==> config.mk <==
export PLATFORM = sky130hd
export DESIGN_NAME = decode_stage
export DESIGN_NICKNAME = d
export VERILOG_FILES = /design/src/la_isa_pkg.sv /design/src/pipeline_types_pkg.sv /design/src/instr_decode.sv /design/src/issue_fifo.sv /design/src/decode_stage.sv
export VERILOG_INCLUDE_DIRS = /design/src
export SDC_FILE = /design/constraint.sdc
export NUM_CORES = 2
export LEC_CHECK = 0
export BUFFER_PORTS_ARGS = -buffer_cell sky130_fd_sc_hd__buf_2
export CORE_MARGIN = 2
export CORE_UTILIZATION = 40
export DETAILED_ROUTE_END_ITERATION = 6
export MAX_ROUTING_LAYER = met4
export PLACE_DENSITY = 0.65
export SLEW_MARGIN = 25
export SYNTH_ARGS = -nofsm -noshare
export SYNTH_HDL_FRONTEND = slang
export SYNTH_HIERARCHICAL = 1
export SYNTH_SLANG_ARGS = --single-unit
export TNS_END_PERCENT = 10
==> constraint.sdc <==
create_clock -name clk -period 53.1 [get_ports clk]
set_input_delay 5.31 -clock clk [delete_from_list [all_inputs] [get_ports clk]]
set_output_delay 5.31 -clock clk [all_outputs]
set_load 0.01 [all_outputs]
==> src/decode_params.svh <==
`ifndef DECODE_PARAMS_SVH
`define DECODE_PARAMS_SVH

// lanes decoded per cycle.
`define DECODER_WIDTH 2
// one dequeue strobe per decode lane.
`define ISSUE_WIDTH `DECODER_WIDTH

// entries held by each issue queue.
`define IQ_DEPTH 8

// fetches below this address are outside the boot window.
`define BOOT_BASE 32'h1c00_0000
// filler word pushed into lanes fetched outside the boot window.
`define ERTN_INST 32'h4c00_0020

`define EXC_SLOTS 6
`define EXC_SLOT_ID 1 // slot written by decode.

`endif

==> src/la_isa_pkg.sv <==
`default_nettype none

package la_isa;

    typedef enum logic [4:0] {
        OP_NOP,
        OP_ADD,
        OP_SUB,
        OP_AND,
        OP_OR,
        OP_XOR,
        OP_SLLI,
        OP_ADDI,
        OP_LU12I,
        OP_PCADDU12I,
        OP_LD_W,
        OP_ST_W,
        OP_BEQ,
        OP_BNE,
        OP_BLT,
        OP_B,
        OP_BL,
        OP_JIRL,
        OP_ERTN,
        OP_SYSCALL,
        OP_BREAK,
        OP_INVALID
    } op_t;

    typedef enum logic [2:0] {
        BR_NONE,
        BR_COND,
        BR_DIRECT,
        BR_CALL, // bl links into r1.
        BR_INDIRECT
    } br_kind_t;

    // ecode values of the architecture.
    localparam logic [6:0] EXC_SYS = 7'h0b;
    localparam logic [6:0] EXC_BRK = 7'h0c;
    localparam logic [6:0] EXC_INE = 7'h0d;

    // fixed words.
    localparam logic [31:0] INST_NOP = 32'h0340_0000; // andi r0, r0, 0.
    localparam logic [31:0] INST_ERTN = 32'h0648_3800;

    // major opcode fields in inst[31:15].
    localparam logic [16:0] OPC17_ADD_W = 17'h00020;
    localparam logic [16:0] OPC17_SUB_W = 17'h00022;
    localparam logic [16:0] OPC17_AND = 17'h00029;
    localparam logic [16:0] OPC17_OR = 17'h0002a;
    localparam logic [16:0] OPC17_XOR = 17'h0002b;
    localparam logic [16:0] OPC17_BREAK = 17'h00054;
    localparam logic [16:0] OPC17_SYSCALL = 17'h00056;
    localparam logic [16:0] OPC17_SLLI_W = 17'h00081;

    // inst[31:22].
    localparam logic [9:0] OPC10_ADDI_W = 10'h00a;
    localparam logic [9:0] OPC10_LD_W = 10'h0a2;
    localparam logic [9:0] OPC10_ST_W = 10'h0a6;

    // inst[31:25].
    localparam logic [6:0] OPC7_LU12I_W = 7'h0a;
    localparam logic [6:0] OPC7_PCADDU12I = 7'h0e;

    // inst[31:26].
    localparam logic [5:0] OPC6_JIRL = 6'h13;
    localparam logic [5:0] OPC6_B = 6'h14;
    localparam logic [5:0] OPC6_BL = 6'h15;
    localparam logic [5:0] OPC6_BEQ = 6'h16;
    localparam logic [5:0] OPC6_BNE = 6'h17;
    localparam logic [5:0] OPC6_BLT = 6'h18;

endpackage

`default_nettype wire

==> src/pipeline_types_pkg.sv <==
`default_nettype none

`include "decode_params.svh"

package pipeline_types;

    typedef logic [31:0] bus32_t;

    // one fetched lane, as the front end holds it.
    typedef struct packed {
        bus32_t pc;
        bus32_t inst;
        logic pre_is_branch;
        logic pre_is_branch_taken;
        bus32_t pre_branch_addr;
        logic [`EXC_SLOTS-1:0] is_exception;
        logic [`EXC_SLOTS-1:0][6:0] exception_cause;
    } front_lane_t;

    // decoded record handed to dispatch.
    typedef struct packed {
        logic valid;
        bus32_t pc;
        la_isa::op_t op;
        la_isa::br_kind_t br_kind;
        logic [4:0] rd;
        logic [4:0] rj;
        logic [4:0] rk;
        bus32_t imm;
        logic reg_we;
        logic pre_is_branch;
        logic pre_is_branch_taken;
        bus32_t pre_branch_addr;
        logic [`EXC_SLOTS-1:0] is_exception;
        logic [`EXC_SLOTS-1:0][6:0] exception_cause;
    } id_dispatch_t;

endpackage

`default_nettype wire

==> src/instr_decode.sv <==
`timescale 1ns/100ps
`default_nettype none

`include "decode_params.svh"

module instr_decode (
    input  pipeline_types::front_lane_t  lane,
    output pipeline_types::id_dispatch_t id_o
);

    pipeline_types::bus32_t inst;
    logic [4:0] rd;
    logic [4:0] rj;
    logic [4:0] rk;
    logic [31:0] imm_si12;
    logic [31:0] imm_ui5;
    logic [31:0] imm_si20;
    logic [31:0] imm_offs16;
    logic [31:0] imm_offs26;
    la_isa::op_t op;
    logic raise_exc;
    logic [6:0] exc_code;

    assign inst = lane.inst;
    assign rd = inst[4:0];
    assign rj = inst[9:5];
    assign rk = inst[14:10];

    assign imm_si12 = {{20{inst[21]}}, inst[21:10]};
    assign imm_ui5 = {27'b0, inst[14:10]};
    assign imm_si20 = {inst[24:5], 12'b0};
    assign imm_offs16 = {{14{inst[25]}}, inst[25:10], 2'b00};
    assign imm_offs26 = {{4{inst[9]}}, inst[9:0], inst[25:10], 2'b00}; // high part sits low.

    // exact words are matched before opcode fields.
    always_comb begin
        op = la_isa::OP_INVALID;
        if (inst == `ERTN_INST || inst == la_isa::INST_ERTN) begin
            op = la_isa::OP_ERTN; // boot filler decodes as ertn too.
        end else if (inst == la_isa::INST_NOP) begin
            op = la_isa::OP_NOP;
        end else if (inst[31:15] == la_isa::OPC17_ADD_W) begin
            op = la_isa::OP_ADD;
        end else if (inst[31:15] == la_isa::OPC17_SUB_W) begin
            op = la_isa::OP_SUB;
        end else if (inst[31:15] == la_isa::OPC17_AND) begin
            op = la_isa::OP_AND;
        end else if (inst[31:15] == la_isa::OPC17_OR) begin
            op = la_isa::OP_OR;
        end else if (inst[31:15] == la_isa::OPC17_XOR) begin
            op = la_isa::OP_XOR;
        end else if (inst[31:15] == la_isa::OPC17_SLLI_W) begin
            op = la_isa::OP_SLLI;
        end else if (inst[31:15] == la_isa::OPC17_SYSCALL) begin
            op = la_isa::OP_SYSCALL;
        end else if (inst[31:15] == la_isa::OPC17_BREAK) begin
            op = la_isa::OP_BREAK;
        end else if (inst[31:22] == la_isa::OPC10_ADDI_W) begin
            op = la_isa::OP_ADDI;
        end else if (inst[31:22] == la_isa::OPC10_LD_W) begin
            op = la_isa::OP_LD_W;
        end else if (inst[31:22] == la_isa::OPC10_ST_W) begin
            op = la_isa::OP_ST_W;
        end else if (inst[31:25] == la_isa::OPC7_LU12I_W) begin
            op = la_isa::OP_LU12I;
        end else if (inst[31:25] == la_isa::OPC7_PCADDU12I) begin
            op = la_isa::OP_PCADDU12I;
        end else begin
            case (inst[31:26])
                la_isa::OPC6_JIRL: op = la_isa::OP_JIRL;
                la_isa::OPC6_B:    op = la_isa::OP_B;
                la_isa::OPC6_BL:   op = la_isa::OP_BL;
                la_isa::OPC6_BEQ:  op = la_isa::OP_BEQ;
                la_isa::OPC6_BNE:  op = la_isa::OP_BNE;
                la_isa::OPC6_BLT:  op = la_isa::OP_BLT;
                default:           op = la_isa::OP_INVALID;
            endcase
        end
    end

    always_comb begin
        raise_exc = 1'b1;
        case (op)
            la_isa::OP_INVALID: exc_code = la_isa::EXC_INE;
            la_isa::OP_SYSCALL: exc_code = la_isa::EXC_SYS;
            la_isa::OP_BREAK:   exc_code = la_isa::EXC_BRK;
            default: begin
                raise_exc = 1'b0;
                exc_code = 7'd0;
            end
        endcase
    end

    always_comb begin
        id_o = '0; // valid is set by the stage.
        id_o.pc = lane.pc;
        id_o.op = op;
        id_o.br_kind = la_isa::BR_NONE;
        id_o.rd = rd;
        id_o.rj = rj;
        id_o.rk = rk;
        id_o.pre_is_branch = lane.pre_is_branch;
        id_o.pre_is_branch_taken = lane.pre_is_branch_taken;
        id_o.pre_branch_addr = lane.pre_branch_addr;
        id_o.is_exception = lane.is_exception;
        id_o.exception_cause = lane.exception_cause;
        case (op)
            la_isa::OP_ADD, la_isa::OP_SUB, la_isa::OP_AND,
            la_isa::OP_OR, la_isa::OP_XOR: begin
                id_o.reg_we = 1'b1;
            end
            la_isa::OP_SLLI: begin
                id_o.imm = imm_ui5;
                id_o.reg_we = 1'b1;
            end
            la_isa::OP_ADDI, la_isa::OP_LD_W: begin
                id_o.imm = imm_si12;
                id_o.reg_we = 1'b1;
            end
            la_isa::OP_ST_W: id_o.imm = imm_si12; // rd is store data.
            la_isa::OP_LU12I, la_isa::OP_PCADDU12I: begin
                id_o.imm = imm_si20;
                id_o.reg_we = 1'b1;
            end
            la_isa::OP_BEQ, la_isa::OP_BNE, la_isa::OP_BLT: begin
                id_o.imm = imm_offs16;
                id_o.br_kind = la_isa::BR_COND;
            end
            la_isa::OP_B: begin
                id_o.imm = imm_offs26;
                id_o.br_kind = la_isa::BR_DIRECT;
            end
            la_isa::OP_BL: begin
                id_o.imm = imm_offs26;
                id_o.br_kind = la_isa::BR_CALL;
                id_o.rd = 5'd1; // link register.
                id_o.reg_we = 1'b1;
            end
            la_isa::OP_JIRL: begin
                id_o.imm = imm_offs16;
                id_o.br_kind = la_isa::BR_INDIRECT;
                id_o.reg_we = 1'b1;
            end
            default: ;
        endcase
        if (id_o.rd == 5'd0) id_o.reg_we = 1'b0; // r0 is hardwired.
        // an earlier fetch exception wins.
        if (raise_exc && !(|lane.is_exception[`EXC_SLOT_ID-1:0])) begin
            id_o.is_exception[`EXC_SLOT_ID] = 1'b1;
            id_o.exception_cause[`EXC_SLOT_ID] = exc_code;
        end
    end

endmodule

`default_nettype wire

==> src/issue_fifo.sv <==
`timescale 1ns/100ps
`default_nettype none

module issue_fifo #(
    parameter int DATA_WIDTH = 32,
    parameter int DEPTH = 8
) (
    input  logic                  clk,
    input  logic                  rst_n,
    input  logic                  flush,
    input  logic                  enqueue_en,
    input  logic [DATA_WIDTH-1:0] enqueue_data,
    input  logic                  dequeue_en,
    output logic [DATA_WIDTH-1:0] dequeue_data,
    output logic                  empty,
    output logic                  full
);

    localparam int PTR_W = (DEPTH > 1) ? $clog2(DEPTH) : 1;
    localparam int CNT_W = $clog2(DEPTH + 1);

    logic [DATA_WIDTH-1:0] mem [DEPTH];
    logic [PTR_W-1:0] wr_ptr;
    logic [PTR_W-1:0] rd_ptr;
    logic [CNT_W-1:0] count;
    logic do_wr;
    logic do_rd;

    assign empty = (count == '0);
    assign full = (count == CNT_W'(DEPTH));
    assign do_wr = enqueue_en && !full;
    assign do_rd = dequeue_en && !empty; // strobe on empty is dropped.

    assign dequeue_data = mem[rd_ptr]; // head is read without a register.

    always_ff @(posedge clk) begin
        if (do_wr) mem[wr_ptr] <= enqueue_data;
    end

    always_ff @(posedge clk or negedge rst_n) begin
        if (!rst_n) begin
            wr_ptr <= '0;
            rd_ptr <= '0;
            count <= '0;
        end else if (flush) begin
            wr_ptr <= '0;
            rd_ptr <= '0;
            count <= '0;
        end else begin
            if (do_wr) begin
                wr_ptr <= (wr_ptr == PTR_W'(DEPTH - 1)) ? '0 : wr_ptr + 1'b1;
            end
            if (do_rd) begin
                rd_ptr <= (rd_ptr == PTR_W'(DEPTH - 1)) ? '0 : rd_ptr + 1'b1;
            end
            case ({do_wr, do_rd})
                2'b10:   count <= count + 1'b1;
                2'b01:   count <= count - 1'b1;
                default: count <= count;
            endcase
        end
    end

endmodule

`default_nettype wire

==> src/decode_stage.sv <==
`timescale 1ns/100ps
`default_nettype none

`include "decode_params.svh"

module decode_stage (
    input  logic                                              clk,
    input  logic                                              rst_n,
    input  logic                                              flush,
    input  logic                                              pause,
    input  pipeline_types::front_lane_t [`DECODER_WIDTH-1:0]  lanes,
    input  logic [`ISSUE_WIDTH-1:0]                           dequeue_en,
    output logic                                              pause_decoder,
    output pipeline_types::id_dispatch_t [`DECODER_WIDTH-1:0] dispatch
);

    logic [`DECODER_WIDTH-1:0] full;
    logic [`DECODER_WIDTH-1:0] empty;

    for (genvar i = 0; i < `DECODER_WIDTH; i++) begin : g_lane
        pipeline_types::front_lane_t lane_in;
        pipeline_types::id_dispatch_t id_rec;
        pipeline_types::id_dispatch_t enq_rec;
        pipeline_types::id_dispatch_t head_rec;
        pipeline_types::id_dispatch_t disp_rec;
        logic enqueue_en;

        // outside the boot window the word is replaced.
        always_comb begin
            lane_in = lanes[i];
            if (lanes[i].pc != 32'd0 && lanes[i].pc < `BOOT_BASE) begin
                lane_in.inst = `ERTN_INST;
            end
        end

        instr_decode u_instr_decode (
            .lane (lane_in),
            .id_o (id_rec)
        );

        always_comb begin
            enq_rec = id_rec;
            enq_rec.valid = 1'b1;
        end

        // pc zero marks an empty slot.
        assign enqueue_en = (lanes[i].pc != 32'd0) && !pause && !full[i] && !flush;

        issue_fifo #(
            .DATA_WIDTH ($bits(pipeline_types::id_dispatch_t)),
            .DEPTH      (`IQ_DEPTH)
        ) u_issue_fifo (
            .clk          (clk),
            .rst_n        (rst_n),
            .flush        (flush),
            .enqueue_en   (enqueue_en),
            .enqueue_data (enq_rec),
            .dequeue_en   (dequeue_en[i]),
            .dequeue_data (head_rec),
            .empty        (empty[i]),
            .full         (full[i])
        );

        always_comb begin
            disp_rec = head_rec;
            disp_rec.valid = !empty[i]; // stale ram data is masked here.
        end

        assign dispatch[i] = disp_rec;
    end

    assign pause_decoder = |full; // controller answers with pause.

endmodule

`default_nettype wire

; After elaboration in Yosys (flattened, before gate mapping)
; Memory sizes are Yosys's and may differ from the RTL's.
; Cells that the tools add are included.
[word_totals]
reg_bits = 20
ram_bits = 2720
inputBits = 298
out_inout_bits = 343
wordCells = 235
n_memories = 2
[op_classes]
n_addsub = 8
n_lt_le_gt_ge = 2
n_eq_ne = 94
n_mux = 72
reduce_logical = 51
[mem_list]
columns = memory, depth, word_bits, rd, rd_clocked_by_memory_dff, wr, line
row1 = g_lane[0].u_issue_fifo.mem, 8, 170, 1, 0, 1, issue_fifo.sv:22  ; logic [DATA_WIDTH-1:0] mem [DEPTH];
row2 = g_lane[1].u_issue_fifo.mem, 8, 170, 1, 0, 1, issue_fifo.sv:22
[ops]
columns = op, n
row1 = 32-bit one-hot mux with 5 select lines, 2
row2 = 17-bit by 6-bit == test with 1-bit output (second input constant), 10
row3 = 5-bit two-way mux, 32
row4 = 5-bit by 4-bit == test with 1-bit output (second input constant), 16
row5 = 6-bit by 5-bit == test with 1-bit output (second input constant), 12
row6 = 17-bit by 7-bit == test with 1-bit output (second input constant), 4
row7 = 32-bit by 26-bit == test with 1-bit output (second input constant), 2
row8 = 32-bit by 27-bit == test with 1-bit output (second input constant), 2
row9 = 32-bit by 31-bit == test with 1-bit output (second input constant), 2
row10 = 32-bit by 29-bit < comparator with 1-bit output (second input constant), 2
row11 = 32-bit two-way mux, 2
row12 = 32-bit nonzero test, 2
row13 = 5-bit one-hot mux with 6 select lines, 2
row14 = 5-bit == test (second input constant), 10
row15 = 10-bit by 8-bit == test with 1-bit output (second input constant), 4
row16 = 5-bit by 3-bit == test with 1-bit output (second input constant), 8
row17 = 3-bit two-way mux, 12
row18 = 17-bit by 8-bit == test with 1-bit output (second input constant), 2
row19 = 7-bit by 4-bit == test with 1-bit output (second input constant), 4
row20 = 3-bit one-hot mux with 4 select lines, 2
row21 = 4-bit one-hot mux with 3 select lines, 2
row22 = 12-bit OR reduction, 2
row23 = 10-bit by 4-bit == test with 1-bit output (second input constant), 2
row24 = 5-bit by 2-bit == test with 1-bit output (second input constant), 4
row25 = other kinds (22), 85

; Longest topological paths before layout
[depth]
depth_word = 25
depth_mapped = 15
mapped_depth_nobuf = 12

; Hierarchy
; The synthesis kept the hierarchy.
[modules_own_cells]
columns = mod, n_inst, cells_per_inst, area_each_um2, seq_area_each_um2
row1 = issue_fifo (g_lane[1].u_issue_fifo), 1, 2061, 52024.9, 41329.6
row2 = issue_fifo (g_lane[0].u_issue_fifo), 1, 2056, 51849.7, 41329.6
row3 = instr_decode, 2, 324, 2262.2, 0.0
row4 = decode_stage, 1, 104, 630.6, 0.0

; Worst setup path before layout
; OpenSTA, ideal clock, no wires.
[synth_timing]
path_kind = input to register
from = input port lanes[266] (netlist name)
to = memory g_lane[1].u_issue_fifo/mem[0][0] (netlist name) (enable)
setup_ns = 1.119
t_arrival_ns = 22.590
required_time_ns = 51.981
path_slack_ns = 29.391
cell_stages = 7
path_buffers = 1
cell_sequence = nor4_1 -> nand4_1 -> nor3_1 -> nor4_1 -> a21bo_2 -> buf_2 -> nor4_1
[synth_via]
elab_chain_cells = 7
[synth_lines]
columns = element, line
row1 = "start, declared", decode_stage.sv:11  ; input pipeline_types::front_lane_t [`DECODER_WIDTH-1:0] lanes,
row2 = 32-bit nonzero test, decode_stage.sv:47  ; assign enqueue_en = (lanes[i].pc != 32'd0) && !pause && !full[i] && !flush;
row3 = 1-bit logical AND (3 in a row), decode_stage.sv:47
row4 = via g_lane[1].enqueue_en, decode_stage.sv:26  ; logic enqueue_en;
row5 = 1-bit logical AND, issue_fifo.sv:31  ; assign do_wr = enqueue_en && !full;
row6 = 1-bit two-way mux, issue_fifo.sv:37  ; if (do_wr) mem[wr_ptr] <= enqueue_data;
row7 = 1-bit two-way mux (not written as such), issue_fifo.sv:37
row8 = "end, declared", issue_fifo.sv:22
; The timed path passes the listed nets, and every way through them passes these cells.

==> flow_summary.ini <==
[timing]
relSlewSlack = 0.241
min_period_ns = 11.15
rsz0062_at_grt = no
skew_ns = 0.0614
finalMaxSlewViolations = 0
tightest_slew_ns = 1.14
finalSetupViolations = 0
tns_ns = 0
fin_crit_sh = 0.210
whs_ns = 0.653
fmax_ghz = 0.0897
hold_viol_final = 0

[critical_path]
critical_path_class = flip-flop to output port
r2r-start = g_lane[1].u_issue_fifo/count[1]
reg2reg_depth = 9
required_ns = 47.79
rrSetupSlack_ns = 47.31
cp-end-kind = output port
arrival_ns = 5.84
critPathCapture = dispatch[255]
r2r-end = g_lane[1].u_issue_fifo/mem[5][61]
cp-startpoint = g_lane[1].u_issue_fifo/rd_ptr[1]
cp-start-kind = flip-flop
path_max_fanout = 59

[grt]
grt_usage = 0.185
grt_max_degree = 141
grt_pass1_wl_mm = 367
antenna_found_initial = 90
grt_pass1_vias = 52000
overflow = 0

[clock_tree]
clock_sinks = 2740
clk_pin_slew_ns = 0.06
ctsHtreeMaxLevel = 5
clk_latency_ns = 0.90
ctsHoldBuffers = 0
post_cts_resized = 0
tritoncts = yes
cts_root_buf = clkbuf_16
post_cts_buffers = 0
cts_buffer_depth = 4
cts_buffers = 294

[logic_synthesis]
avgSynthCellArea_um2 = 22.4
syn_inst = 4842
synth_warnings = 6
synth_fp_nets = 5152
syn_area_um2 = 108000

[floorplanning]
fp-row-count = 191
fp.dieW_um = 525
die_area_um2 = 275000
io_pins = 641
start_util = 0.401
fp.coreArea_um2 = 270000
die_h_um = 525

[power]
switchingPower_uw = 1400
internal-power_uw = 4090
power_frac_comb = 0.187
p_leak_uw = 0.0389
switching_share = 0.255
pwr-share-clk = 0.362
vdd_drop_max_uv = 35.2
power.total_uw = 5490
seqPwrFrac = 0.451
power_density_nw_per_um2 = 44.3

[min_path]
min_path_type = flip-flop to flip-flop

[drt]
firstDrtPassIters = 6
ant_nets = 0
routedWlPerCell_um = 27.1
via_per_inst = 5.50
vias = 50900
drcViolationCount = 0
postRouteWirelength_mm = 251
drt_iter0_markers = 5103

[placed_design]
routabilityCongestion = 0.844
dp_hpwl_mm = 146
io_buffer_count = 640

[finish]
mostFrequentLayoutCell = edfxtp_1
finalNetCount = 5698
area.sequential_um2 = 82200
multi_input_area_um2 = 23300
area_growth_pct = 14.1
drive_above_1_share = 0.393
mostFrequentLayoutCells = edfxtp_1 (2720), mux4_2 (680), buf_2 (640), mux2_2 (341), clkbuf_16 (297)
nFillCells = 22300

[status]
status = completed

[run]
drv_cap = 0
==> metal layers <==
metal,vias up,wire length (um),global-route usage,part of all wire
met2,2044,118000,0.283,0.47
met3,379,24500,0.0500,0.097
met4,0,6560,0.0491,0.026
met5,-,0,-,0
li1,21300,-,-,-
met1,27200,102000,0.244,0.41
==> worst max-delay path: stages, from the launching register on <==
cell and delay, ns:
dfrtp_4 0.88, buf_4 0.75, buf_4 0.79, buf_4 0.48
buf_16 0.30, buf_4 0.67, mux4_2 0.41, mux2_2 0.28
buf_2 0.17
==> area by class of cell <==
class | count | share of cell area
Antenna cell | 86 | 0.00174
Clock buffer | 350 | 0.0619
Multi-Input combinational cell | 1611 | 0.189
Sequential cell | 2740 | 0.664
Inverter | 17 | 0.000516
Clock inverter | 164 | 0.0138
Tap cell | 3570 | 0.0361
Timing Repair Buffer | 724 | 0.0330
==> how the worst min path moves through the flow <==
stage                                           from                                to  slack (ns)  depth (start not counted)
global route         g_lane[0].u_issue_fifo/count[2]   g_lane[0].u_issue_fifo/count[2]        0.68                          2
global placement     g_lane[0].u_issue_fifo/count[2]   g_lane[0].u_issue_fifo/count[2]        0.62                          2
detailed placement   g_lane[0].u_issue_fifo/count[2]   g_lane[0].u_issue_fifo/count[2]        0.64                          2
finish               g_lane[0].u_issue_fifo/count[2]   g_lane[0].u_issue_fifo/count[2]        0.65                          2
CTS                  g_lane[0].u_issue_fifo/count[2]   g_lane[0].u_issue_fifo/count[2]        0.65                          2
floorplan           g_lane[0].u_issue_fifo/wr_ptr[1]  g_lane[0].u_issue_fifo/wr_ptr[1]        0.57                          2
==> sequential cells by signal (all words and copies together), names as in the netlist <==
| register | count |
|---|---|
| g_lane.u_issue_fifo/count | 8 |
| g_lane.u_issue_fifo/mem | 2720 |
| g_lane.u_issue_fifo/rd_ptr | 6 |
| g_lane.u_issue_fifo/wr_ptr | 6 |
==> through the flow <==
step | cell area, um^2 | setup slack (ns) | instances | util
detailed placement | 114000 | 42.21 | 8659 | 0.422
floorplan | 108000 | 29.49 | 4842 | -
global route | 124000 | 41.64 | 9231 | 0.458
finish | 124000 | 41.95 | 9262 | 0.458
CTS | 123000 | 41.53 | 9173 | 0.457
global placement | 114000 | 42.29 | 8658 | 0.422
==> power groups by stage <==
stage,clock network [uW],logic [uW],registers [uW]
5_1_grt,2120,1100,2480
4_1_cts,2030,1040,2480
3_5_place_dp,0,1040,2530
6_report,1990,1030,2470
3_3_place_gp,0,1030,2520
2_1_floorplan,0,733,2530
Note: power is estimated with default switching activity, not from simulation.
